$ cat src/source/mips_isa_pkg.sv
`default_nettype none

package mips_isa_pkg;

    typedef logic [5:0] opcode_t;   // Primary opcode, instr[31:26]
    typedef logic [5:0] funct_t;    // R-type function, instr[5:0]
    typedef logic [4:0] reg_idx_t;  // rt field, also the load destination

    localparam opcode_t OP_SPECIAL = 6'b000000;
    localparam opcode_t OP_REGIMM  = 6'b000001;
    localparam opcode_t OP_JAL     = 6'b000011;
    localparam opcode_t OP_LUI     = 6'b001111;
    localparam opcode_t OP_LB      = 6'b100000;
    localparam opcode_t OP_LH      = 6'b100001;
    localparam opcode_t OP_LWL     = 6'b100010;
    localparam opcode_t OP_LW      = 6'b100011;
    localparam opcode_t OP_LBU     = 6'b100100;
    localparam opcode_t OP_LHU     = 6'b100101;
    localparam opcode_t OP_LWR     = 6'b100110;
    localparam opcode_t OP_SB      = 6'b101000;
    localparam opcode_t OP_SH      = 6'b101001;
    localparam opcode_t OP_SW      = 6'b101011;

    localparam funct_t   FUNCT_JALR = 6'b001001;
    localparam reg_idx_t RT_BLTZAL  = 5'b10000;
    localparam reg_idx_t RT_BGEZAL  = 5'b10001;

    typedef enum logic [1:0] {
        ACC_OTHER = 2'd0,
        ACC_STORE = 2'd1,
        ACC_LOAD  = 2'd2,
        ACC_LINK  = 2'd3
    } access_kind_e;

endpackage

`default_nettype wire

$ cat src/source/lsu_pkg.sv
`default_nettype none

package lsu_pkg;

    localparam int QUEUE_DEPTH = 4;                     // Also the CPU credit count
    localparam int QUEUE_PTR_W = $clog2(QUEUE_DEPTH);
    localparam int RAM_WORDS   = 256;
    localparam int RAM_ADDR_W  = $clog2(RAM_WORDS);     // Word index, addr[9:2]

    typedef logic [31:0] word_t;
    typedef logic [3:0]  byte_en_t;   // Bit i enables byte lane i
    typedef logic [1:0]  byte_idx_t;

    typedef struct packed {
        mips_isa_pkg::opcode_t  op;
        mips_isa_pkg::reg_idx_t rt;
        mips_isa_pkg::funct_t   funct;
        word_t                  addr;     // Effective address
        word_t                  wdata;    // Store data, unaligned
        word_t                  reg_old;  // Old rt value for LWL/LWR
    } mem_req_t;

    typedef struct packed {
        mips_isa_pkg::reg_idx_t rd;
        word_t                  data;
    } mem_resp_t;

endpackage

`default_nettype wire

$ cat src/source/req_queue.sv
`timescale 1ns/10ps
`default_nettype none

module req_queue (
    input  logic              clk,
    input  logic              rst,
    input  logic              push,
    input  lsu_pkg::mem_req_t din,
    input  logic              pop,
    output lsu_pkg::mem_req_t head,
    output logic              not_empty,
    output logic              credit_return
);
    import lsu_pkg::*;

    mem_req_t               fifo_mem [QUEUE_DEPTH];
    logic [QUEUE_PTR_W-1:0] wr_ptr;
    logic [QUEUE_PTR_W-1:0] rd_ptr;
    logic [QUEUE_PTR_W:0]   count;
    logic                   do_pop;

    assign not_empty = (count != '0);
    assign do_pop    = pop && not_empty;
    assign head      = fifo_mem[rd_ptr];

    // Pop comes from controller state only, so no CPU input reaches the credit
    assign credit_return = do_pop;

    always_ff @(posedge clk) begin
        if (push) begin
            fifo_mem[wr_ptr] <= din;
        end
    end

    always_ff @(posedge clk) begin
        if (rst) begin
            wr_ptr <= '0;
            rd_ptr <= '0;
            count  <= '0;
        end else begin
            if (push) begin
                wr_ptr <= (wr_ptr == QUEUE_DEPTH - 1) ? '0 : wr_ptr + 1'b1;
            end
            if (do_pop) begin
                rd_ptr <= (rd_ptr == QUEUE_DEPTH - 1) ? '0 : rd_ptr + 1'b1;
            end
            case ({push, do_pop})
                2'b10:   count <= count + 1'b1;
                2'b01:   count <= count - 1'b1;
                default: count <= count;  // Idle or push with pop
            endcase
        end
    end

endmodule

`default_nettype wire
$ cat config.mk
export PLATFORM = sky130hd
export DESIGN_NAME = req_queue
export DESIGN_NICKNAME = d
export VERILOG_FILES = /design/src/source/mips_isa_pkg.sv /design/src/source/lsu_pkg.sv /design/src/source/req_queue.sv
export SDC_FILE = /design/constraint.sdc
export NUM_CORES = 1
export LEC_CHECK = 0
export ABC_AREA = 1
export BUFFER_PORTS_ARGS = -buffer_cell sky130_fd_sc_hd__buf_2
export CAP_MARGIN = 20
export CORE_AREA = 2 2 195 197
export DETAILED_ROUTE_END_ITERATION = 10
export DIE_AREA = 0 0 197 199
export GPL_ROUTABILITY_DRIVEN = 0
export PLACE_DENSITY = 0.73
export SLEW_MARGIN = 20
export SYNTH_ARGS = -nofsm -noshare
export SYNTH_HDL_FRONTEND = slang
export SYNTH_SLANG_ARGS = --single-unit
$ cat constraint.sdc
create_clock -name clk -period 3.9 [get_ports clk]
set_clock_uncertainty 0.05 [all_clocks]
set_input_delay 0.195 -clock clk [delete_from_list [all_inputs] [get_ports clk]]
set_output_delay 0.195 -clock clk [all_outputs]
set_load 0.1 [all_outputs]
; Yosys cells after proc, flatten, opt, wreduce, memory -nomap -nowiden
; Memories as Yosys holds them, arrays and structs flattened. A register that Yosys moved wholly into a read port is not among the register bits.
; Cells that the tools add are included.
; W data, S select, Z words.
[word_totals]
memories = 1
ram_bits = 452
ff_bits = 7
output_inout_bits = 115
in_bits = 117
[classes]
mux = 7
n_reduce_logical = 3
n_eq_ne = 4
addsub = 4
[mem_list]
columns = memory, depth, word_bits, read_ports, rd_clocked_by_memory_dff, write_ports, line_no
row1 = fifo_mem, 4, 113, 1, 1, 1, req_queue.sv:16  ; mem_req_t fifo_mem [QUEUE_DEPTH];
[op_table]
columns = operator, n
row1 = $mux W2, 4
row2 = $eq A2 B2 Y1 const B, 3
row3 = $pmux W3 S2, 1
row4 = $add A2 B1 Y2 const B, 2
row5 = $add A3 B1 Y3 const B, 1
row6 = $reduce_bool A3 Y1, 1
row7 = $sub A3 B1 Y3 const B, 1
row8 = $eq A2 B1 Y1 const B, 1
row9 = $mux W1, 2
row10 = $reduce_bool A2 Y1, 1
row11 = $logic_and A1 B1 Y1, 1

; Depth between registers and ports, before layout
[depth]
word_depth = 4
ltp_mapped = 12
ltp_nobuf = 12

; Least setup slack after synthesis
; No wires, ideal clock.
[synth_timing]
path_type = register -> register
from = reg wr_ptr[0]
to = mem fifo_mem[3][0] (netlist name), enable pin
t_arrival_ps = 2770
synth_period_minus_slack_ps = 3287
t_required_ps = 3384
setup_ps = 466
slack_ps = 613
path_stages_with_launch = 4
cell_sequence = dfxtp_1 ha_1 nand2_1 inv_1
[synth_lines]
columns = element, line_no
row1 = "start, declared", req_queue.sv:17  ; logic [QUEUE_PTR_W-1:0] wr_ptr;
row2 = "start signal, assigned", req_queue.sv:42  ; wr_ptr <= (wr_ptr == QUEUE_DEPTH - 1) ? '0 : wr_ptr + 1'b1;
row3 = "end, declared", req_queue.sv:16
; Straight into the memory's write port.

==> metrics.md <==
| Metric | Value |
|---|---|
| Crit path capture type | `primary output` |
| Worst reg2reg endpoint | `fifo_mem[2][63]$_DFFE_PP_` |
| CP max FO | `78` |
| Top cells by count, synth | `452 x edfxtp_1, 230 x nor2_1, 199 x o21ai_0` |
| FP Rows | `71` |
| Final ANT Viol Nets | `0` |
| Via count | `10.83k` |
| Max-cap violations | `0` |
| R2r startpoint | `wr_ptr[0]$_SDFFE_PP0P_` |
| Share of the synthesized area in the top cell type | `0.7897` |
| Sw Share | `0.4319` |
| Core outline area | `37,130 sq um` |
| Area delta synth->final | `24.82%` |
| DP Wirelength | `20,520 um` |
| Final Hold Fails | `0` |
| Worst-Margin Slew | `1.074 ns` |
| Crit path cell chain | `buf_4 > o21ai_0 > o22ai_1 > buf_2` |
| Pin count of the biggest net entering global routing | `227` |
| Yosys top cell by area | `edfxtp_1` |
| GRT busiest layer | `met2` |
| Layout cells sized above 1 | `0.2102` |
| Synth top area cells | `edfxtp_1 79%, o21ai_0 5.8%, nor2_1 5.0%, o22ai_1 4.1%, dfxtp_1 1.0%` |
| EDFF count, synth | `452` |
| H-tree depth | `2` |
| Routed WL per cell | `18.91 um` |
| Minimum clock period | `3.213 ns` |
| Met2 usage | `0.3382` |
| Maximum clock rate | `0.3112 GHz` |
| Fillers | `2,816` |
| Sequential fraction of the synthesis area | `0.8002` |
| Post-CTS Setup Repair Bufs | `0` |
| Reg2Reg Setup Slack | `1.79 ns` |
| Seq pwr share | `0.351` |
| Post-synth net total | `1,279` |
| CTS Buf Count | `46` |
| Crit path largest cell delay | `0.73 ns` |
| Worst hold path class | `in2reg` |
| Final setup viols | `0` |
| Met1 usage | `0.2273` |
| Unrepaired setup endpoints after global routing | `no` |
| Initial antenna violation count | `2` |
| Final core occ | `0.5778` |
| Setup crit end | `head[70]` |
| Root Driver | `clkbuf_16` |
| IO Pins | `232` |
| Reg clk slew, reported paths | `0.06 ns` |
| R2R cell count | `5` |
| Critical path depth in cells | `4` |
| Buffers on Ports | `231` |
| Average instance area after synthesis | `14.88 sq um` |
| FF+latch area | `13,760 sq um` |
| Arr. time, crit path | `2.97 ns` |
| CTS tree | `built` |
| Via density | `5.397` |
| Most used DFF post-synth | `edfxtp_1` |
| Gate Count Post-Synth | `1,155` |
| Die Area | `39,200 sq um` |
| CP Buf/Inv Count | `2` |
| Pint | `0.009342 W` |
| Clk pwr share | `0.271` |
| Multi-input logic area | `2923 sq um` |
| Status | `completed` |
| Distinct cells, synth | `23` |
| DRT Pass-1 Iters | `5` |
| Ys Warns | `0` |
| Total negative slack | `0 ns` |
| Cell area after synthesis | `17,190 sq um` |
| Post-synth ARST share | `0` |
| CP Class | `reg2out` |
| LEAKAGE | `7.594 nW` |
| Die Width | `197 um` |
| Crit-path slowest cell | `buf_4` |
| Count leader, synth | `edfxtp_1` |
| Final wirelength | `37,950 um` |
| Post-route clock period utilization | `0.8238` |
| Global routing met3 resource utilization | `0.05341` |
| CP top delay family | `buffers and inverters` |
| Synthesis-stage register bit count | `461` |
| Total gr overflow | `0` |
| Max clock buf depth | `3` |
| Gate power share | `0.378` |
| GR Util All Layers | `0.1915` |
| Die height | `199 um` |
| Clock latency at the later pin of the worst-skew pair | `0.56 ns` |
| Data required, critical path | `3.65 ns` |
| Slew Limit Headroom | `0.2841` |
| Startpoint Class | `flop` |
| Initial core utilization | `0.4629` |
| Peak supply drop | `0.0005897 V` |
| Iteration-0 DRC Markers | `676` |
| Hold path depth | `3` |
| Post-detailed-route DRC marker count | `0` |
| Clk sink count | `461` |
| First-pass GRT wire length | `58,250 um` |
| Net Sw Power | `0.007101 W` |
| Slew Limit Fails | `0` |
| Final nets | `1,619` |
| Pwr per Cell Area | `766.4 nW/um^2` |
| Vias in the first global route | `11.07k` |
==> cells by family after synthesis <==
| family | Yosys count | share of synthesized area |
|---|---|---|
| and+or+nand+nor | 248 | 0.05496 |
| adders and majority gates | 7 | 0.005532 |
| AOI/OAI and AO/OA | 348 | 0.1096 |
| DFF | 461 | 0.8002 |
| buffers and inverters | 91 | 0.02977 |
==> power by group through the flow <==
stage / Combinational [W] / Sequential, W / Clock, W
5_1_grt: 0.00648 / 0.00579 / 0.00473
2_1_floorplan: 0.00516 / 0.00584 / 0
3_5_place_dp: 0.00611 / 0.00587 / 0
3_3_place_gp: 0.00605 / 0.00586 / 0
6_report: 0.00621 / 0.00577 / 0.00446
4_1_cts: 0.00622 / 0.00577 / 0.00455
==> worst min-delay path, cell delays in order <==
cell and delay [ns]:
dlygate4sd3_1 0.52, buf_2 0.10, nor2_1 0.04
==> routing by layer <==
| layer | up-vias | wire (um) |
|---|---|---|
| met5 | - | 13 |
| met4 | 2 | 820 |
| met3 | 64 | 2684 |
| met2 | 355 | 19040 |
| met1 | 5349 | 15390 |
| li1 | 5061 | - |
==> sequential cells by signal, summed over array words and instances (netlist names), named ones only <==
| name | flops |
|---|---|
| count | 3 |
| rd_ptr | 2 |
| wr_ptr | 2 |
| fifo_mem | 452 |
==> through the flow <==
| step | instance area, sq um | std cells | setup WS (ns) | hold slack [ns] | power [W] |
|---|---|---|---|---|---|
| detailed placement | 18740 | 1805 | 1.239 | 0.3229 | 0.01198 |
| floorplan | 17190 | 1155 | 0.6135 | 0.2174 | 0.01100 |
| global route | 21450 | 2007 | 0.4326 | 0.2762 | 0.01699 |
| finish | 21450 | 2007 | 0.6871 | 0.2922 | 0.01644 |
| global placement | 18740 | 1805 | 1.209 | 0.3238 | 0.01191 |
| CTS | 21450 | 2006 | 0.6383 | 0.2632 | 0.01654 |
==> layout by cell type, fill, tap and decap left out, types with 11 or more instances in the layout <==
cell,n
buf_2,231
dlygate4sd3_1,116
inv_1,12
clkbuf_16,49
clkinv_1,11
o21ai_1,30
o21ai_0,199
edfxtp_1,452
nor2_1,230
buf_4,11
o22ai_1,113
==> area by class of cell <==
type | instances | share of cell area
clock inverters | 24 | 0.01213
well taps | 474 | 0.02764
inverters | 18 | 0.003907
repair buffers | 365 | 0.1184
clock buffers | 61 | 0.06019
flip-flops and latches | 461 | 0.6414
multi-input cells | 603 | 0.1362
diodes | 1 | 0.0001166
==> how the worst min path moves through the flow <==
stage / startpoint / end / slack, ns
floorplan: rst / wr_ptr[0]$_SDFFE_PP0P_ / 0.22
global placement: rst / wr_ptr[0]$_SDFFE_PP0P_ / 0.32
detailed placement: rst / wr_ptr[0]$_SDFFE_PP0P_ / 0.32
CTS: rst / wr_ptr[0]$_SDFFE_PP0P_ / 0.26
global route: rst / wr_ptr[0]$_SDFFE_PP0P_ / 0.28
finish: rst / wr_ptr[0]$_SDFFE_PP0P_ / 0.29
==> what timing repair did <==
item / in CTS / in global routing
gates resized for setup: 0 / 0
hold buffers: 116 / 0
endpoints found under the hold margin: 461 / 0
endpoints found under the setup margin: 0 / 0
Power figures use the tool's default switching activity.
