$ cat src/source/mips_isa_pkg.sv
`default_nettype none

package mips_isa_pkg;

    typedef logic [5:0] opcode_t;   // Primary opcode, instr[31:26]
    typedef logic [5:0] funct_t;    // R-type function, instr[5:0]
    typedef logic [4:0] reg_idx_t;  // rt field, also the load destination

    localparam opcode_t OP_SPECIAL = 6'b000000;
    localparam opcode_t OP_REGIMM  = 6'b000001;
    localparam opcode_t OP_JAL     = 6'b000011;
    localparam opcode_t OP_LUI     = 6'b001111;
    localparam opcode_t OP_LB      = 6'b100000;
    localparam opcode_t OP_LH      = 6'b100001;
    localparam opcode_t OP_LWL     = 6'b100010;
    localparam opcode_t OP_LW      = 6'b100011;
    localparam opcode_t OP_LBU     = 6'b100100;
    localparam opcode_t OP_LHU     = 6'b100101;
    localparam opcode_t OP_LWR     = 6'b100110;
    localparam opcode_t OP_SB      = 6'b101000;
    localparam opcode_t OP_SH      = 6'b101001;
    localparam opcode_t OP_SW      = 6'b101011;

    localparam funct_t   FUNCT_JALR = 6'b001001;
    localparam reg_idx_t RT_BLTZAL  = 5'b10000;
    localparam reg_idx_t RT_BGEZAL  = 5'b10001;

    typedef enum logic [1:0] {
        ACC_OTHER = 2'd0,
        ACC_STORE = 2'd1,
        ACC_LOAD  = 2'd2,
        ACC_LINK  = 2'd3
    } access_kind_e;

endpackage

`default_nettype wire

$ cat src/source/lsu_pkg.sv
`default_nettype none

package lsu_pkg;

    localparam int QUEUE_DEPTH = 4;                     // Also the CPU credit count
    localparam int QUEUE_PTR_W = $clog2(QUEUE_DEPTH);
    localparam int RAM_WORDS   = 256;
    localparam int RAM_ADDR_W  = $clog2(RAM_WORDS);     // Word index, addr[9:2]

    typedef logic [31:0] word_t;
    typedef logic [3:0]  byte_en_t;   // Bit i enables byte lane i
    typedef logic [1:0]  byte_idx_t;

    typedef struct packed {
        mips_isa_pkg::opcode_t  op;
        mips_isa_pkg::reg_idx_t rt;
        mips_isa_pkg::funct_t   funct;
        word_t                  addr;     // Effective address
        word_t                  wdata;    // Store data, unaligned
        word_t                  reg_old;  // Old rt value for LWL/LWR
    } mem_req_t;

    typedef struct packed {
        mips_isa_pkg::reg_idx_t rd;
        word_t                  data;
    } mem_resp_t;

endpackage

`default_nettype wire

$ cat src/source/lsu_ctrl.sv
`timescale 1ns/10ps
`default_nettype none

module lsu_ctrl (
    input  logic                            clk,
    input  logic                            rst,
    input  logic                            not_empty,
    input  lsu_pkg::mem_req_t               head,
    input  mips_isa_pkg::access_kind_e      kind,
    input  lsu_pkg::word_t                  word_addr,
    input  lsu_pkg::byte_idx_t              byte_idx,
    input  lsu_pkg::byte_en_t               byte_en,
    input  lsu_pkg::word_t                  result,
    output logic                            pop,
    output logic                            ram_en,
    output logic                            ram_we,
    output logic [lsu_pkg::RAM_ADDR_W-1:0]  ram_addr,
    output lsu_pkg::byte_en_t               ram_be,
    output lsu_pkg::word_t                  ram_wdata,
    output lsu_pkg::mem_req_t               cur_req,
    output lsu_pkg::byte_idx_t              cur_idx,
    output logic                            resp_valid,
    output lsu_pkg::mem_resp_t              resp
);
    import mips_isa_pkg::*;
    import lsu_pkg::*;

    typedef enum logic [1:0] {
        IDLE,
        ACCESS,
        RESP
    } state_t;

    state_t       state;
    access_kind_e cur_kind;
    word_t        cur_addr;
    byte_en_t     cur_be;
    logic         is_mem;

    // Misaligned halves have no enables and never touch the RAM
    assign is_mem = (cur_kind == ACC_LOAD || cur_kind == ACC_STORE) && (cur_be != '0);

    assign pop = (state == IDLE) && not_empty;

    always_ff @(posedge clk) begin
        if (rst) begin
            state <= IDLE;
        end else begin
            case (state)
                IDLE: begin
                    if (pop) begin
                        state <= ACCESS;
                    end
                end
                ACCESS: begin
                    state <= (is_mem && cur_kind == ACC_LOAD) ? RESP : IDLE;
                end
                RESP: begin
                    state <= IDLE;
                end
                default: begin
                    state <= IDLE;
                end
            endcase
        end
    end

    always_ff @(posedge clk) begin
        if (pop) begin  // Latch head and its decode
            cur_req  <= head;
            cur_kind <= kind;
            cur_addr <= word_addr;
            cur_idx  <= byte_idx;
            cur_be   <= byte_en;
        end
    end

    assign ram_en    = (state == ACCESS) && is_mem;
    assign ram_we    = (state == ACCESS) && is_mem && (cur_kind == ACC_STORE);
    assign ram_addr  = cur_addr[RAM_ADDR_W+1:2];
    assign ram_be    = cur_be;
    assign ram_wdata = cur_req.wdata << {cur_idx, 3'b000};  // Move data to its lanes

    assign resp_valid = (state == RESP);
    assign resp.rd    = cur_req.rt;
    assign resp.data  = result;

endmodule

`default_nettype wire

$ cat config.mk
export PLATFORM = sky130hd
export DESIGN_NAME = lsu_ctrl
export DESIGN_NICKNAME = d
export VERILOG_FILES = /design/src/source/mips_isa_pkg.sv /design/src/source/lsu_pkg.sv /design/src/source/lsu_ctrl.sv
export SDC_FILE = /design/constraint.sdc
export NUM_CORES = 1
export LEC_CHECK = 0
export BUFFER_PORTS_ARGS = -buffer_cell sky130_fd_sc_hd__buf_2
export CAP_MARGIN = 10
export CELL_PAD_IN_SITES_DETAIL_PLACEMENT = 1
export CELL_PAD_IN_SITES_GLOBAL_PLACEMENT = 1
export CORE_AREA = 2 2 149 151
export DETAILED_ROUTE_END_ITERATION = 7
export DIE_AREA = 0 0 151 153
export HOLD_SLACK_MARGIN = 0.12
export PLACE_DENSITY = 0.75
export SLEW_MARGIN = 20
export SYNTH_ARGS = -nofsm -noshare
export SYNTH_HDL_FRONTEND = slang
export SYNTH_SLANG_ARGS = --single-unit
$ cat constraint.sdc
create_clock -name clk -period 15 [get_ports clk]
set_clock_uncertainty 0.15 [all_clocks]
set_input_delay 2.25 -clock clk [delete_from_list [all_inputs] [get_ports clk]]
set_output_delay 2.25 -clock clk [all_outputs]
set_load 0.02 [all_outputs]
# Yosys cells after proc, flatten, opt, wreduce, memory -nomap -nowiden
# Cells that the tools add are included.
[totals]
regBits = 133
inputBits = 188
word_cells = 28
[op_classes]
eq_ne = 5
shifts = 1
muxes = 3
reduce_logical = 8
[ops]
columns = ["cell", "n"]
rows = [
  ["<< shifter 32 x 5 -> 32 bit", 1],
  ["logical AND 1 bit", 5],
  ["equality test 2 x 1 -> 1 bit, second input constant", 2],
  ["equality test 2 bit, second input constant", 2],
  ["two-way mux 2 bit", 2],
  ["case mux 2 bit (2 select lines)", 1],
  ["nonzero test 4 bit", 1],
  ["logical NOT 2 bit", 1],
  ["!= test 2 bit, second input constant", 1],
  ["logical OR 1 bit", 1],
]

# Logic depth before layout (Yosys ltp)
# Gate-level depths: netlist (run 1).
[logic_depth]
word_depth = 6
mapped_depth = 4
ltp_nobuf = 4

# Worst setup path after synthesis (run 1)
# No wires, ideal clock.
[synth_path]
path_type = "input -> output"
start = "in not_empty"
end = "out pop"
t_arrival_ps = 11921
setup_slack_ps = 679
path_stages = 1
cell_sequence = "nor3b_1"
[synth_via]
elab_chain_len = 1
[synth_rtl]
columns = ["item", "line", "text"]
rows = [
  ["start: declaration", "lsu_ctrl.sv:7", "input logic not_empty,"],
  ["logical AND 1 bit", "lsu_ctrl.sv:43", "assign pop = (state == IDLE) && not_empty;"],
  ["end: declaration", "lsu_ctrl.sv:14", "output logic pop,"],
]
# No other way between the ends.

# Final worst setup path (run 1)
# Ends and elaborated chain as after synthesis.

==> impl_metrics.py, run 1 <==
metrics = {
    "final_layout": {
        "area_growth_syn_to_layout_pct": 44.3,
        "final.fill_count": 2404,
        "postLayoutCoreUtil_pct": 32.4,
        "drive_gt1_share_pct": 62.9,
        "multi_input_comb_area_um2": 578,
        "fin_nets": 716,
        "final-seq-area_um2": 3910,
    },
    "synthesis": {
        "synth_area_per_cell_um2": 19.6,
        "synthesis.nets": 436,
        "syn_inst": 246,
        "postSynthRegisterBits": 131,
        "synthArstFlopShare_pct": 0,
        "synth.cells.most_frequent": "sky130_fd_sc_hd__edfxtp_1, sky130_fd_sc_hd__buf_4, sky130_fd_sc_hd__mux2i_1, sky130_fd_sc_hd__nor2_1, sky130_fd_sc_hd__and2_1",
        "ys_top_cells_by_area": "sky130_fd_sc_hd__edfxtp_1, sky130_fd_sc_hd__mux2i_1, sky130_fd_sc_hd__buf_4",
        "library_cell_with_the_highest_instance_count_after_synthesis": "sky130_fd_sc_hd__edfxtp_1",
        "synth_cell_types": 19,
        "synth_area_leader_cell": "sky130_fd_sc_hd__edfxtp_1",
        "synth_area_um2": 4830,
        "synth_enable_flop_cells": 129,
        "yosysSeqAreaShare_pct": 81.1,
        "synth-main-ff-cell": "sky130_fd_sc_hd__edfxtp_1",
        "synth_top_area_share_pct": 80.2,
        "synth_warnings": 0,
    },
    "global_routing": {
        "pin_count_of_the_biggest_net_entering_global_routing": 90,
        "global_route.overflow_total": 0,
        "grt_pass1_vias": 3638,
        "grt_pass1_wl_um": 21600,
        "grt_antenna_before_repair": 3,
        "grt.total_usage_pct": 13.1,
    },
    "clock_network": {
        "post-cts-setup-buffers": 0,
        "cts-htree-levels": 4,
        "postCtsHoldBufs": 0,
        "clock_sinks": 131,
        "cts_resized": 0,
        "root_buffer": "sky130_fd_sc_hd__clkbuf_16",
        "cts_made_buffers": 17,
        "clk_latency_ns": 0.41,
        "clock_tree_from_tritoncts": "built",
        "cts-root-to-sink-buffers": 2,
        "cts.clk_slew.worst_paths_ns": 0.06,
    },
    "worst_setup_path": {
        "critical_path_peak_fanout": 26,
        "reg2reg_setup_slack_ns": 12.81,
        "worstRegToRegCells": 3,
        "endpoint_arrival_time_on_the_critical_path_ns": 3.12,
        "crit_type": "input port to output port",
        "worstSetupEndpointType": "output port",
        "cp_data_required_time_ns": 12.60,
        "r2r-start": "state[1]$_SDFFE_PP0P_",
        "start_kind": "input port",
        "regToRegEndpoint": "cur_req[44]$_DFFE_PP_",
    },
    "hold_path": {
        "min_delay_worst_endpoint": "state[1]$_SDFFE_PP0P_",
        "holdCritPathClass": "register to register",
        "hold_depth": 2,
        "min-delay-start": "state[1]$_SDFFE_PP0P_",
    },
    "power_and_ir_drop": {
        "power.static_leakage_nw": 3.06,
        "ir_drop_v": 0.0000673,
        "power.density_cell_area_nw_per_um2": 137,
    },
    "flow_run": {
        "maxCapViolCount": 0,
    },
    "sta": {
        "worst_slew_margin_rel_pct": 44.8,
        "unrepaired_setup_endpoints_after_global_routing": "false",
        "period_share_pct": 36.8,
        "worst_pin_slew_ns": 0.829,
        "min_period_ns": 5.52,
        "report.final.setup_viol": 0,
        "timing_max_transition_violations_final": 0,
        "setup-tns-final_ns": 0,
        "max_clock_freq_mhz": 181,
        "hold_violations": 0,
    },
    "drt": {
        "vias_per_cell": 3.93,
        "drt_drc_violations_left": 0,
        "totalWireLength_um": 15000,
        "post_route_ant_nets": 0,
        "dr_total_vias": 3223,
        "drt_first_pass_iters": 4,
        "dr.first_iter.drc_count": 171,
        "routedWlPerCell_um": 18.3,
    },
    "die": {
        "die_h_um": 153,
        "floorplan.initialDensity_pct": 22.5,
        "fp.coreArea_um2": 21500,
        "dieArea_um2": 23100,
        "rows": 54,
        "ios": 388,
        "chipWidth_um": 151,
    },
    "status": {
        "outcome": "complete, no violations",
    },
    "place": {
        "detailedPlacementHpwl_um": 11500,
        "port-buffer-count": 299,
        "gp_congestion": 0.758,
    },
}
## cell families after synthesis
logic type	count (synthesis)	share of synthesized area [%]
mux	32	6.64
simple gates	27	3.32
compound gates	8	1.40
fa+ha+maj	2	0.518
flops	131	81.1
buf+inv	46	7.05
## sequential cells by signal (all words and copies together) (netlist names)
signal / cells
cur_kind: 2
cur_addr: 8
cur_idx: 2
cur_req: 113
state: 2
ram_be: 4
## placed cells by master, fill, tap and decap left out, types with 2 or more instances in the layout
| cell | instances |
|---|---|
| sky130_fd_sc_hd__inv_1 | 2 |
| sky130_fd_sc_hd__edfxtp_1 | 129 |
| sky130_fd_sc_hd__dfxtp_1 | 2 |
| sky130_fd_sc_hd__buf_4 | 5 |
| sky130_fd_sc_hd__buf_2 | 299 |
| sky130_fd_sc_hd__nor2_1 | 10 |
| sky130_fd_sc_hd__mux2i_1 | 32 |
| sky130_fd_sc_hd__o2bb2ai_1 | 7 |
| sky130_fd_sc_hd__clkinv_1 | 2 |
| sky130_fd_sc_hd__nor2b_1 | 2 |
| sky130_fd_sc_hd__inv_6 | 7 |
| sky130_fd_sc_hd__ha_1 | 2 |
| sky130_fd_sc_hd__clkinv_4 | 3 |
| sky130_fd_sc_hd__and2_1 | 8 |
| sky130_fd_sc_hd__clkbuf_16 | 17 |
## layout make-up
| type | count | area share (%) |
|---|---|---|
| Sequential cell | 131 | 56.2 |
| Antenna cell | 1 | 0.0359 |
| Clock inverter | 15 | 2.07 |
| Multi-Input combinational cell | 69 | 8.30 |
| Inverter | 2 | 0.108 |
| Timing Repair Buffer | 305 | 22.2 |
| Tap cell | 280 | 5.03 |
| Clock buffer | 17 | 6.11 |
## per-stage QoR
step	cell area, um2	worst slack (ns)	power, mW	hold slack [ns]	std cells
5_1_grt	6970	9.37	0.993	0.482	820
2_1_floorplan	4830	0.679	0.524	0.390	246
4_1_cts	6960	9.46	0.972	0.464	819
3_3_place_gp	6390	9.53	0.556	0.442	787
6_report	6970	9.48	0.954	0.458	820
3_5_place_dp	6390	9.47	0.560	0.449	787
## routing by layer
layer | part of all wire, % | global-route usage (%) | up-vias | routed length (um)
met5 | 0.18 | 0 | - | 27
met4 | 3.3 | 6.19 | 4 | 492
met3 | 11 | 6.30 | 50 | 1580
met2 | 53 | 23.5 | 179 | 7900
met1 | 33 | 12.3 | 1532 | 4970
li1 | - | - | 1458 | -
## where the power goes
part	leakage [nW]	switching, mW	internal, mW
clock	0.277	0.171	0.233
sequential	1.26	0.00903	0.429
combinational	1.53	0.0729	0.0387
total	3.06	0.253	0.700
## critical path: stages
cell and delay [ns]:
sky130_fd_sc_hd__buf_2 0.08, sky130_fd_sc_hd__nor3b_2 0.18, sky130_fd_sc_hd__buf_4 0.36, sky130_fd_sc_hd__buf_2 0.24
## worst max-delay path by stage
stage	end	startpoint	slack (ns)	depth (start not counted)
after floorplan	pop	not_empty	0.68	1
after global placement	pop	not_empty	9.53	4
after detailed placement	pop	not_empty	9.47	4
after CTS	pop	not_empty	9.46	4
after global routing	pop	not_empty	9.37	4
final	pop	not_empty	9.48	4
No activity file was read; power rests on OpenSTA's default activity.
==> inputs of run 2 (changes only) <==
==> constraint.sdc (replaced) <==
create_clock -name clk -period 5.4 [get_ports clk]
set_clock_uncertainty 0.15 [all_clocks]
set_input_delay 0.81 -clock clk [delete_from_list [all_inputs] [get_ports clk]]
set_output_delay 0.81 -clock clk [all_outputs]
set_load 0.02 [all_outputs]
==> impl_metrics.py, run 2 (synthesis results as in run 1) <==
metrics = {
    "die": {
        "floorplan.initialDensity_pct": 22.5,
        "dieArea_um2": 23100,
        "die_h_um": 153,
        "fp.coreArea_um2": 21500,
        "chipWidth_um": 151,
        "ios": 388,
        "rows": 54,
    },
    "power_and_ir_drop": {
        "ir_drop_v": 0.000195,
        "power.density_cell_area_nw_per_um2": 392,
        "total_power_mw": 2.74,
        "power.static_leakage_nw": 3.07,
    },
    "worst_setup_path": {
        "worstSetupStartpoint": "cur_idx[0]$_DFFE_PP_",
        "endpoint_arrival_time_on_the_critical_path_ns": 2.32,
        "worstSetupEndpointType": "output port",
        "worstRegToRegCells": 2,
        "r2r-start": "state[1]$_SDFFE_PP0P_",
        "cp_data_required_time_ns": 4.44,
        "critical_path_peak_fanout": 28,
        "start_kind": "register",
        "crit_type": "register to output port",
    },
    "final_layout": {
        "max_flop_register": "cur_req",
        "area_growth_syn_to_layout_pct": 45.2,
        "finalNonFillerCells": 817,
        "flip_flop_count_of_the_largest_register_after_layout": 113,
        "drive_gt1_share_pct": 63.0,
        "fin_nets": 713,
        "commonest_non_fill_non_tap_cells_in_the_layout": "sky130_fd_sc_hd__buf_2, sky130_fd_sc_hd__edfxtp_1, sky130_fd_sc_hd__mux2i_1, sky130_fd_sc_hd__clkbuf_16, sky130_fd_sc_hd__nor2_1",
        "final_common_cell": "sky130_fd_sc_hd__buf_2",
    },
    "clock_network": {
        "cts.clk_slew.worst_paths_ns": 0.07,
        "clock_sinks": 131,
        "cts_resized": 0,
        "post-cts-setup-buffers": 0,
        "clock_tree_from_tritoncts": "built",
        "clk_latency_ns": 0.41,
        "postCtsHoldBufs": 0,
        "cts_made_buffers": 17,
        "root_buffer": "sky130_fd_sc_hd__clkbuf_16",
        "cts-htree-levels": 4,
        "cts-root-to-sink-buffers": 2,
    },
    "drt": {
        "dr.first_iter.drc_count": 106,
        "vias_per_cell": 3.96,
        "post_route_ant_nets": 0,
        "drt_first_pass_iters": 4,
        "dr_total_vias": 3237,
        "drt_drc_violations_left": 0,
        "totalWireLength_um": 14900,
        "routedWlPerCell_um": 18.2,
    },
    "sta": {
        "unrepaired_setup_endpoints_after_global_routing": "false",
        "report.final.setup_viol": 0,
        "period_share_pct": 60.7,
        "worst_pin_slew_ns": 0.938,
        "timing_max_transition_violations_final": 0,
        "fin_hold_ws_ns": 0.416,
        "setup-tns-final_ns": 0,
        "max_clock_freq_mhz": 305,
        "hold_violations": 0,
        "worst_slew_margin_rel_pct": 37.3,
        "min_period_ns": 3.28,
    },
    "global_routing": {
        "grt_antenna_before_repair": 2,
        "pin_count_of_the_biggest_net_entering_global_routing": 131,
        "grt.total_usage_pct": 12.6,
        "grt_pass1_wl_um": 21000,
        "global_route.overflow_total": 0,
        "grt_pass1_vias": 3511,
    },
    "hold_path": {
        "min-delay-start": "head[81]",
        "holdCritPathClass": "input port to register",
        "hold_depth": 1,
    },
    "place": {
        "port-buffer-count": 299,
        "gp_congestion": 0.722,
        "detailedPlacementHpwl_um": 11600,
        "placedCellCount": 784,
    },
    "status": {
        "outcome": "complete, no violations",
    },
    "flow_run": {
        "maxCapViolCount": 0,
    },
}
-- run 2: changes by cell type in the layout (fill, tap and decap cells not counted), moves of 2 or more --
| cell | before | now |
|---|---|---|
| sky130_fd_sc_hd__buf_4 | 5 | 2 |
| sky130_fd_sc_hd__bufinv_16 | 1 | 3 |
| sky130_fd_sc_hd__clkinv_1 | 2 | 0 |
| sky130_fd_sc_hd__clkinv_4 | 3 | 1 |
| sky130_fd_sc_hd__inv_6 | 7 | 5 |
| sky130_fd_sc_hd__inv_8 | 1 | 3 |
-- run 2: through the flow --
step	setup slack [ns]	instance area (um2)	util, %
3_3_place_gp	2.57	6390	29.7
3_5_place_dp	2.47	6390	29.7
2_1_floorplan	0.260	4840	-
4_1_cts	2.04	7000	32.6
6_report	2.12	7010	32.6
5_1_grt	1.98	7000	32.6
-- run 2: worst paths after layout --
kind | endpoint | slack (ns)
worst max-delay path | ram_wdata[17] | 2.12
worst max register to register | cur_req[58]$_DFFE_PP_ | 3.50
worst min register to register | state[1]$_SDFFE_PP0P_ | 0.49
worst min-delay path | cur_req[81]$_DFFE_PP_ | 0.42
-- run 2: area by class of cell --
class | count | area, um2
fill | 2363 | 14500
sequential | 131 | 3910
timing repair buffer | 302 | 1530
multi-input combinational | 69 | 584
clock buffer | 17 | 425
tap | 280 | 350
clock inverter | 14 | 191
inverter | 2 | 7.51
antenna | 2 | 5.00
-- run 2: per-layer routing --
metal | wire length [um] | track usage (%) | share of wire, % | up-vias
met5 | 16 | 0 | 0.11 | -
met4 | 410 | 5.38 | 2.8 | 2
met3 | 1710 | 6.21 | 11 | 29
met2 | 7670 | 22.5 | 52 | 214
met1 | 5080 | 12.1 | 34 | 1544
li1 | - | - | - | 1448
-- run 2: report_power, final --
part           internal, mW  total, mW  switching [mW]
Sequential             1.19       1.22          0.0259
Clock                 0.742       1.22           0.479
Combinational         0.107      0.306           0.199
Total                  2.04       2.74           0.703
-- run 2: critical path, stage by stage (launching register included) --
cell and delay [ns]:
sky130_fd_sc_hd__edfxtp_1 0.33, sky130_fd_sc_hd__buf_4 0.38, sky130_fd_sc_hd__nor2b_1 0.81, sky130_fd_sc_hd__o2bb2ai_1 0.20, sky130_fd_sc_hd__buf_2 0.21
