$ cat src/source/mips_isa_pkg.sv
`default_nettype none

package mips_isa_pkg;

    typedef logic [5:0] opcode_t;   // Primary opcode, instr[31:26]
    typedef logic [5:0] funct_t;    // R-type function, instr[5:0]
    typedef logic [4:0] reg_idx_t;  // rt field, also the load destination

    localparam opcode_t OP_SPECIAL = 6'b000000;
    localparam opcode_t OP_REGIMM  = 6'b000001;
    localparam opcode_t OP_JAL     = 6'b000011;
    localparam opcode_t OP_LUI     = 6'b001111;
    localparam opcode_t OP_LB      = 6'b100000;
    localparam opcode_t OP_LH      = 6'b100001;
    localparam opcode_t OP_LWL     = 6'b100010;
    localparam opcode_t OP_LW      = 6'b100011;
    localparam opcode_t OP_LBU     = 6'b100100;
    localparam opcode_t OP_LHU     = 6'b100101;
    localparam opcode_t OP_LWR     = 6'b100110;
    localparam opcode_t OP_SB      = 6'b101000;
    localparam opcode_t OP_SH      = 6'b101001;
    localparam opcode_t OP_SW      = 6'b101011;

    localparam funct_t   FUNCT_JALR = 6'b001001;
    localparam reg_idx_t RT_BLTZAL  = 5'b10000;
    localparam reg_idx_t RT_BGEZAL  = 5'b10001;

    typedef enum logic [1:0] {
        ACC_OTHER = 2'd0,
        ACC_STORE = 2'd1,
        ACC_LOAD  = 2'd2,
        ACC_LINK  = 2'd3
    } access_kind_e;

endpackage

`default_nettype wire

$ cat src/source/lsu_pkg.sv
`default_nettype none

package lsu_pkg;

    localparam int QUEUE_DEPTH = 4;                     // Also the CPU credit count
    localparam int QUEUE_PTR_W = $clog2(QUEUE_DEPTH);
    localparam int RAM_WORDS   = 256;
    localparam int RAM_ADDR_W  = $clog2(RAM_WORDS);     // Word index, addr[9:2]

    typedef logic [31:0] word_t;
    typedef logic [3:0]  byte_en_t;   // Bit i enables byte lane i
    typedef logic [1:0]  byte_idx_t;

    typedef struct packed {
        mips_isa_pkg::opcode_t  op;
        mips_isa_pkg::reg_idx_t rt;
        mips_isa_pkg::funct_t   funct;
        word_t                  addr;     // Effective address
        word_t                  wdata;    // Store data, unaligned
        word_t                  reg_old;  // Old rt value for LWL/LWR
    } mem_req_t;

    typedef struct packed {
        mips_isa_pkg::reg_idx_t rd;
        word_t                  data;
    } mem_resp_t;

endpackage

`default_nettype wire

$ cat src/source/load_merge.sv
`timescale 1ns/10ps
`default_nettype none

module load_merge (
    input  mips_isa_pkg::opcode_t op,
    input  lsu_pkg::byte_idx_t    byte_idx,
    input  lsu_pkg::word_t        rdata,
    input  lsu_pkg::word_t        reg_old,
    output lsu_pkg::word_t        result
);
    import mips_isa_pkg::*;
    import lsu_pkg::*;

    word_t       shifted;
    logic [15:0] half;
    byte_en_t    merge_mask;

    assign shifted = rdata >> {byte_idx, 3'b000};        // Selected byte in [7:0]
    assign half    = byte_idx[1] ? rdata[31:16] : rdata[15:0];

    // Same lane pattern that mem_int enables for LWL and LWR
    assign merge_mask = (op == OP_LWL) ? (4'b1111 << byte_idx)
                                       : (4'b1111 >> (2'd3 - byte_idx));

    always_comb begin
        result = rdata;  // LW and LUI
        case (op)
            OP_LB: begin
                result = {{24{shifted[7]}}, shifted[7:0]};
            end
            OP_LBU: begin
                result = {24'd0, shifted[7:0]};
            end
            OP_LH: begin
                result = {{16{half[15]}}, half};
            end
            OP_LHU: begin
                result = {16'd0, half};
            end
            OP_LWL, OP_LWR: begin
                for (int i = 0; i < 4; i++) begin
                    result[8*i +: 8] = merge_mask[i] ? rdata[8*i +: 8] : reg_old[8*i +: 8];
                end
            end
            default: begin
                result = rdata;
            end
        endcase
    end

endmodule

`default_nettype wire

$ cat config.mk
export PLATFORM = sky130hd
export DESIGN_NAME = load_merge
export DESIGN_NICKNAME = d
export VERILOG_FILES = /design/src/source/mips_isa_pkg.sv /design/src/source/lsu_pkg.sv /design/src/source/load_merge.sv
export SDC_FILE = /design/constraint.sdc
export NUM_CORES = 1
export LEC_CHECK = 0
export ABC_CLOCK_PERIOD_IN_PS = 3170
export BUFFER_PORTS_ARGS = -buffer_cell sky130_fd_sc_hd__buf_4
export CORE_MARGIN = 2
export CORE_UTILIZATION = 40
export DETAILED_ROUTE_END_ITERATION = 8
export PLACE_DENSITY = 0.81
export RECOVER_POWER = 25
export SLEW_MARGIN = 0
export SYNTH_ARGS = -nofsm -noshare
export SYNTH_HDL_FRONTEND = slang
export SYNTH_SLANG_ARGS = --single-unit
$ cat constraint.sdc
create_clock -name vclk -period 3.17
set_clock_uncertainty 0.15 [all_clocks]
set_input_delay 0.634 -clock vclk [all_inputs]
set_output_delay 0.634 -clock vclk [all_outputs]
set_load 0.005 [all_outputs]
## Yosys cells after proc, flatten, opt, wreduce, memory -nomap -nowiden

Index checks and enable logic that the tools add are counted.
Widths: inputs -> output; s select.

- Add/subtract/negate cells: 1
- Eq/ne operators: 6
- Shifts and indexed selects: 3
- Muxes and demuxes: 7
- Reductions and logical operators: 1

Operators with widths:

| kind | count |
|---|---|
| $pmux 32 s5 | 1 |
| $eq 6x6->1 const B | 6 |
| $mux 8 | 4 |
| $shr 32x5->8 | 1 |
| $mux 16 | 1 |
| $mux 4 | 1 |
| $shl 4x2->4 const A | 1 |
| $shr 4x2->4 const A | 1 |
| $reduce_or 2->1 | 1 |
| $sub 2x2->2 const A | 1 |

- Flip-flop bits (word level): 0
- Input port bits: 72
- Output and inout port bits: 32
- Logic and storage cells: 18

## Longest topological paths before layout

Gate-level depths: netlist of run 1.

- Depth in word-level cells: 5
- Mapped depth: 8
- Gate-level depth less buffers: 5

## Worst setup path before layout of run 1

No wires, ideal clock.

- Path type: input -> output
- Start: input byte_idx[1]
- End: output result[26]
- Arrival: 1.932 ns
- Data required time: 2.386 ns
- Path slack: 0.454 ns
- Cell stages on the path: 8
- Path buffers: 3
- Cells stage by stage: buf_6 -> mux2i_1 -> or4_4 -> a21oi_4 -> nor2b_2 -> buf_6 -> buf_8 -> a2bb2oi_2

- Cells in the longest elaborated chain, start to end: 5
- Elaborated cells between the ends (all ways): 8
- Those cells by class: add/sub: 1; shift: 3; mux: 4

RTL lines:

| element | line | RTL |
|---|---|---|
| from (decl) | load_merge.sv:6 | `input lsu_pkg::byte_idx_t byte_idx,` |
| $sub 2x2->2 | load_merge.sv:23 | `: (4'b1111 >> (2'd3 - byte_idx));` |
| $shr 4x2->4 | load_merge.sv:23 |  |
| $mux 4 | load_merge.sv:22 | `assign merge_mask = (op == OP_LWL) ? (4'b1111 << byte_idx)` |
| $mux 8 | load_merge.sv:42 | `result[8*i +: 8] = merge_mask[i] ? rdata[8*i +: 8] : reg_old[8*i +: 8];` |
| $pmux 32 s5 (*) | load_merge.sv:27 | `case (op)` |
| to (decl) | load_merge.sv:9 | `output lsu_pkg::word_t result` |

Every way passes the cells marked *; elsewhere a longest branch is shown, timed or not.

## Final worst setup path of run 1

- Start: input op[3]
- End: output result[4]

- Cells in the longest elaborated chain, start to end: 4
- Elaborated cells between the ends (all ways): 10
- Those cells by class: eq/ne: 6; mux: 3; reduce/logical: 1

RTL lines:

| element | line | RTL |
|---|---|---|
| from (decl) | load_merge.sv:5 | `input mips_isa_pkg::opcode_t op,` |
| $eq 6x6->1 | load_merge.sv:22, load_merge.sv:27 |  |
| $mux 4 | load_merge.sv:22 |  |
| $mux 8 | load_merge.sv:42 |  |
| $pmux 32 s5 (*) | load_merge.sv:27 |  |

Marked as above.

==> flow_summary.json, run 1 <==
{
  "run_status": "finished, final reports clean",
  "crit_type": "input pin to output pin",
  "gp_congestion": 0.913,
  "finalSetupViolCount": 0,
  "multiInputGateArea_sq_um": 1140,
  "dp_hpwl_um": 4010,
  "hold_path.class": "input pin to output pin",
  "pwr-share-seq_pct": 0,
  "synth.most_common_cell": "nand2_1",
  "vias": 1791,
  "ant_nets": 0,
  "firstDrtPassIters": 5,
  "nClkBuffers": 0,
  "relSlewSlack_pct": 56.0,
  "maxCapViolCount": 0,
  "leakagePower_nw": 0.961,
  "tightestPinTransition_ns": 0.658,
  "synth_cell_types": 36,
  "grt_start_max_net_pins": 16,
  "drive_gt1_share_pct": 55.6,
  "period_share_pct": 96.2,
  "fill_cells": 270,
  "vdd_drop_max_v": 0.0000716,
  "routedWlPerCell_um": 16.7,
  "crit_path_start_kind": "input pin",
  "hold_violations": 0,
  "min_from": "rdata[0]",
  "grt.total_usage_pct": 27.0,
  "num_antenna_cells": 0,
  "min_period_ns": 3.05,
  "synthTopCellsByArea": "a2bb2oi_2 19%, mux4_2 11%, nand2_1 9.9%, o21ai_0 8.8%, a222oi_1 5.6%",
  "synth-seq-area-share_pct": 0,
  "final-max-slew-violation-count": 0,
  "comb_power_share_pct": 100.0,
  "yosys_warnings": 0,
  "finalPower_mw": 0.267,
  "max_freq_ghz": 0.328,
  "seq_area_sq_um": 0,
  "nFlopsAndLatches": 0,
  "crit_path_max_fanout": 10,
  "final_util_pct": 69.1,
  "ios": 104,
  "layout.nets": 340,
  "p_per_area_nw_per_um2": 128,
  "arrival_ns": 2.27,
  "wl_um": 5000,
  "fin_area_sq_um": 2070,
  "syn_area_per_cell_sq_um": 7.59,
  "setup_tns_ns": 0,
  "swShare_pct": 40.8,
  "crit_required_ns": 2.39,
  "dieHeight_um": 59.8,
  "coreArea_sq_um": 3000,
  "intPower_mw": 0.158,
  "yosysTopAreaCell": "a2bb2oi_2",
  "io_buffers": 104,
  "min_path_cells": 4,
  "syn_inst": 164,
  "grt_pass1_wl_um": 7670,
  "clkPwrFrac_pct": 0,
  "switchingPower_mw": 0.109,
  "synth.top_cell.area_share_pct": 19.3,
  "critPathCaptureType": "output pin",
  "syn_nets": 236,
  "via_per_inst": 5.99,
  "row_count": 20,
  "syn_to_final_growth_pct": 66.6,
  "syn_area_sq_um": 1240,
  "initial_core_util_pct": 41.5,
  "grt_setup_unrepaired": "no",
  "die_x_um": 59.8,
  "first_iter_violations": 143,
  "first_global_vias": 1735,
  "antenna_found_initial": 0,
  "overflow": 0,
  "synth_common_cells": "33 x nand2_1, 22 x o21ai_0, 16 x a2bb2oi_2",
  "die_area_sq_um": 3570,
  "placed_area_sq_um": 2080,
  "drcViolationCount": 0,
  "timing.hold.ws_ns": 1.38,
  "hold_end": "result[0]"
}
-- power by group through the flow --
stage,logic [mW],clock network [mW],registers (mW)
finish,0.267,0,0
floorplan,0.120,0,0
detailed placement,0.265,0,0
global route,0.287,0,0
CTS,0.266,0,0
global placement,0.263,0,0
-- worst max-delay path, stage by stage --
cell	delay, ns
buf_4	0.11
or3b_1	0.56
nor4_2	0.46
buf_4	0.23
a222oi_1	0.08
nand2_1	0.08
buf_4	0.10
-- logic make-up after synthesis --
family                 Yosys count  synth area share [%]
AOI/OAI and AO/OA               70                  48.3
and+or+nand+nor                 67                  27.1
buffers and inverters           16                  8.14
muxes                           11                  16.4
-- layer usage --
layer,GRT usage [%],vias to the layer above,share of wire (%)
met5,0,-,0
met1,34.9,824,40
li1,-,858,-
met2,50.5,107,50
met3,1.95,2,9.8
met4,1.90,0,0.46
-- timing repair --
| action | in CTS | in global routing |
|---|---|---|
| setup endpoints to repair | 0 | 3 |
| setup buffers | 0 | 0 |
| resized for setup | 0 | 1 |
| hold buffers | 0 | 0 |
-- stage by stage --
step                      instances  setup slack [ns]
after floorplan                 164             0.454
after global placement          299             0.162
after detailed placement        299             0.108
after CTS                       299            0.0992
after global routing            299            0.0175
final                           299             0.120
-- worst max path at each step --
stage | startpoint | to | slack (ns) | depth (start not counted)
after floorplan | byte_idx[1] | result[26] | 0.45 | 8
after global placement | op[3] | result[28] | 0.16 | 7
after detailed placement | op[3] | result[15] | 0.11 | 7
after CTS | op[3] | result[15] | 0.1 | 7
after global routing | op[3] | result[3] | 0.02 | 7
final | op[3] | result[4] | 0.12 | 7
-- final cells by class --
cell class,count,share of cell area (%)
tap,33,1.99
timing repair buffer,116,42.6
inverter,2,0.362
multi-input combinational,148,55.1
-- cell usage in the layout, fill, tap and decap left out --
master,count
a2111o_1,2
a21oi_1,12
a21oi_4,2
a222oi_1,7
a22o_1,1
a22oi_1,1
a2bb2oi_2,16
a31oi_1,2
and2_1,2
buf_12,1
buf_4,111
clkbuf_4,4
inv_1,2
mux2_2,2
mux2i_1,2
mux4_1,1
mux4_2,6
nand2_1,33
nand2b_1,1
nand3_1,14
nor2_1,6
nor2b_1,1
nor2b_2,1
nor3_1,2
nor3b_2,1
nor4_2,1
o21ai_0,22
o221ai_1,2
o22ai_1,2
o2bb2ai_2,1
or2b_1,2
or3b_1,1
or3b_2,1
or4_4,1
No activity file was read; power rests on OpenSTA's default activity.
==> inputs of run 2 (changes only) <==
Settings changed: CORE_UTILIZATION 40 to 41, PLACE_DENSITY 0.81 to 0.83.
==> run 2 against run 1 <==
Global-route usage up 0.14 points. Via count unchanged. Die area down 2.3%. Clock-buffer cell count unchanged. Fmax down 0.99%. Non-clock buffer count down 3. Sequential share of layout area unchanged. Sequential cell count unchanged. Critical path type unchanged. Critical endpoint is now result[3].
==> flow_summary.json, run 2 (synthesis results as in run 1) <==
{
  "run_status": "finished, final reports clean",
  "placed_area_sq_um": 2060,
  "firstDrtPassIters": 4,
  "hold_violations": 0,
  "drive_gt1_share_pct": 55.5,
  "antenna_found_initial": 0,
  "hold_buffers": 0,
  "met1_usage_pct": 34.7,
  "die_x_um": 59.1,
  "arrival_ns": 2.30,
  "grt.total_usage_pct": 27.1,
  "mostFrequentLayoutCells": "108 x buf_4, 33 x nand2_1, 22 x o21ai_0",
  "row_count": 19,
  "grt_setup_unrepaired": "no",
  "wl_um": 4860,
  "timing.hold.ws_ns": 1.38,
  "die_area_sq_um": 3490,
  "dp_hpwl_um": 3900,
  "nClkBuffers": 0,
  "fill_cells": 244,
  "vias": 1791,
  "crit_path_max_fanout": 11,
  "crit_required_ns": 2.39,
  "p_per_area_nw_per_um2": 129,
  "coreArea_sq_um": 2830,
  "routedWlPerCell_um": 16.5,
  "crit_type": "input pin to output pin",
  "layout_commonest_cell": "buf_4",
  "dieHeight_um": 59.1,
  "overflow": 0,
  "first_global_vias": 1677,
  "initial_core_util_pct": 44.0,
  "vdd_drop_max_v": 0.0000685,
  "max_freq_ghz": 0.325,
  "met2_usage_pct": 50.3,
  "grt_pass1_wl_um": 7450,
  "nFlopsAndLatches": 0,
  "grt_start_max_net_pins": 23,
  "busiest_layer": "met2",
  "min_period_ns": 3.08,
  "via_per_inst": 6.09,
  "period_share_pct": 97.2,
  "syn_to_final_growth_pct": 65.6,
  "hold_path.class": "input pin to output pin",
  "gp_congestion": 0.860,
  "tightestPinTransition_ns": 0.656,
  "drcViolationCount": 0,
  "layout.nets": 337,
  "io_buffers": 104,
  "final-max-slew-violation-count": 0,
  "maxCapViolCount": 0,
  "relSlewSlack_pct": 56.1,
  "finalSetupViolCount": 0,
  "first_iter_violations": 112,
  "num_antenna_cells": 0,
  "crit_path_start_kind": "input pin",
  "post_cts_buffers": 0,
  "use_met3_pct": 1.97,
  "fin_area_sq_um": 2060,
  "ios": 104,
  "leakagePower_nw": 0.949,
  "setup_tns_ns": 0,
  "postCtsResizedCells": 0,
  "critPathCaptureType": "output pin",
  "seq_area_sq_um": 0,
  "ant_nets": 0
}
run 2: layer usage:
metal,part of all wire [%],wire [um]
met5,0,0
met4,0,0
met3,6.7,327
met2,51,2500
met1,42,2030
run 2: layout make-up:
type                       instances  area, sq um  area share, %
tap                               31         38.8           1.88
inverter                           2         7.51          0.364
timing repair buffer             113          871           42.2
multi-input combinational        148         1140           55.5
run 2: path summary, 6_finish.rpt:
check / slack, ns / depth (start not counted) / startpoint / end
worst min-delay path: 1.38 / 4 / rdata[0] / result[0]
worst max-delay path: 0.09 / 7 / op[3] / result[3]
run 2: worst max-delay path, cell delays in order:
cell,delay (ns)
buf_4,0.11
or3b_1,0.56
nor3_1,0.31
clkbuf_2,0.32
a222oi_1,0.16
nand2_1,0.10
buf_4,0.11
run 2: through the flow:
stage | utilization (%) | cells | worst slack (ns) | total power [mW]
5_1_grt | 72.9 | 294 | 0.0150 | 0.286
4_1_cts | 72.9 | 294 | 0.0969 | 0.267
3_3_place_gp | 72.9 | 294 | 0.162 | 0.262
6_report | 72.9 | 294 | 0.0894 | 0.267
2_1_floorplan | - | 164 | 0.454 | 0.120
3_5_place_dp | 72.9 | 294 | 0.101 | 0.266
run 2: where the power goes:
group	internal [mW]	total [mW]	switching [mW]
Clock	0	0	0
Combinational	0.158	0.267	0.109
Sequential	0	0	0
==> inputs of run 3 (changes only) <==
Settings changed: CORE_ASPECT_RATIO from default to 1.75.
==> run 3 against run 2 <==
Critical path depth stayed put. Worst setup slack better by 0.050 ns. Via count is 0.39% higher. Global-route usage is 1.8 points higher. Combinational power hardly changed. Non-clock buffer count is 1 higher. First-iteration DRC count is 22% lower. Largest cell class unchanged.
==> flow_summary.json, run 3 (synthesis results as in run 1) <==
{
  "wl_um": 5020,
  "grt.total_usage_pct": 28.9,
  "cpMostUsedCell": "buf_4",
  "mostFrequentLayoutCells": "107 x buf_4, 33 x nand2_1, 22 x o21ai_0",
  "initial_core_util_pct": 43.0,
  "first_iter_violations": 87,
  "via_per_inst": 6.16,
  "seq_area_sq_um": 0,
  "max_freq_ghz": 0.330,
  "vias": 1798,
  "relSlewSlack_pct": 58.7,
  "io_buffers": 104,
  "period_share_pct": 95.6,
  "timing.hold.ws_ns": 1.39,
  "layout_commonest_cell": "buf_4",
  "cp.buffers_inverters": 3,
  "min_from": "rdata[3]",
  "first_global_vias": 1728,
  "coreArea_sq_um": 2900,
  "gp_congestion": 0.866,
  "syn_to_final_growth_pct": 65.1,
  "multiInputGateArea_sq_um": 1150,
  "dp_hpwl_um": 4180,
  "crit_required_ns": 2.39,
  "leakagePower_nw": 0.947,
  "antenna_found_initial": 0,
  "tightestPinTransition_ns": 0.618,
  "nClkBuffers": 0,
  "max_stage_delay_ns": 0.58,
  "crit_path_start_kind": "input pin",
  "min_period_ns": 3.03,
  "cp_top_family": "compound AO/OA/AOI/OAI gates",
  "overflow": 0,
  "hold_buffers": 0,
  "crit_path_max_fanout": 10,
  "ant_nets": 0,
  "firstDrtPassIters": 7,
  "grt_pass1_wl_um": 8080,
  "die_x_um": 45.7,
  "grt_setup_unrepaired": "no",
  "vdd_drop_max_v": 0.0000692,
  "nFlopsAndLatches": 0,
  "finalPower_mw": 0.267,
  "critPathCaptureType": "output pin",
  "run_status": "finished, final reports clean",
  "p_per_area_nw_per_um2": 130,
  "final-max-slew-violation-count": 0,
  "grt_start_max_net_pins": 23,
  "layout.nets": 338,
  "hold_end": "result[3]",
  "finalSetupViolCount": 0,
  "drcViolationCount": 0,
  "routedWlPerCell_um": 17.2,
  "ios": 104,
  "num_antenna_cells": 0,
  "crit_type": "input pin to output pin",
  "fill_cells": 265,
  "dieHeight_um": 76.9,
  "slowest_stage": "or3b_1",
  "hold_violations": 0,
  "maxCapViolCount": 0,
  "setup_tns_ns": 0,
  "arrival_ns": 2.25,
  "crit_path_cell_trace": "buf_4 > or3b_1 > a21oi_4 > a22o_1 > buf_12 > a2bb2oi_2 > buf_4",
  "hold_path.class": "input pin to output pin",
  "drive_gt1_share_pct": 54.9,
  "row_count": 26,
  "min_path_cells": 4,
  "die_area_sq_um": 3510
}
==> run 3: cell count changes in the layout (fill, tap and decap cells not counted) <==
cell,previous run,this run
buf_4,108,107
and2_1,1,2
buf_12,2,1
clkbuf_1,0,1
a21oi_2,1,0
clkbuf_4,2,4
a21oi_4,1,2
and2_2,1,0
==> run 3: what timing repair did <==
action                                  CTS  global route
endpoints found under the setup margin    0             2
setup buffers                             0             0
resized for setup                         0             1
==> run 3: how the worst max path moves through the flow <==
stage	startpoint	to	slack (ns)	depth (start not counted)
detailed placement	op[3]	result[26]	0.10	7
CTS	op[3]	result[26]	0.1	7
floorplan	byte_idx[1]	result[26]	0.45	8
global placement	op[3]	result[13]	0.15	7
global route	byte_idx[1]	result[16]	0.002	8
finish	op[3]	result[26]	0.14	7
==> run 3: layout make-up <==
cell class / count / share of cell area, %
well taps: 28 / 1.70
multi-input cells: 148 / 56.0
repair buffers: 114 / 41.9
inverters: 2 / 0.365
==> run 3: layer usage <==
layer  track usage (%)  wire length (um)  up-vias
met1              33.8              1680      829
li1                  -                 -      850
met2              54.1              2860      111
met3              2.12               399        8
met4              4.41                79        0
met5                 0                 0        -
==> run 3: where the power goes <==
part / switching [mW] / internal (mW) / leakage [nW] / total [mW]
Sequential: 0 / 0 / 0 / 0
Combinational: 0.110 / 0.158 / 0.947 / 0.267
Clock: 0 / 0 / 0 / 0
Total: 0.110 / 0.158 / 0.947 / 0.267
==> run 3: stage by stage <==
step,area (sq um),worst slack (ns),utilization [%],instances
floorplan,1240,0.454,-,164
global placement,2050,0.147,71.0,292
detailed placement,2050,0.103,71.0,292
CTS,2050,0.0964,71.0,292
global route,2060,0.00242,71.0,292
finish,2060,0.140,71.0,292
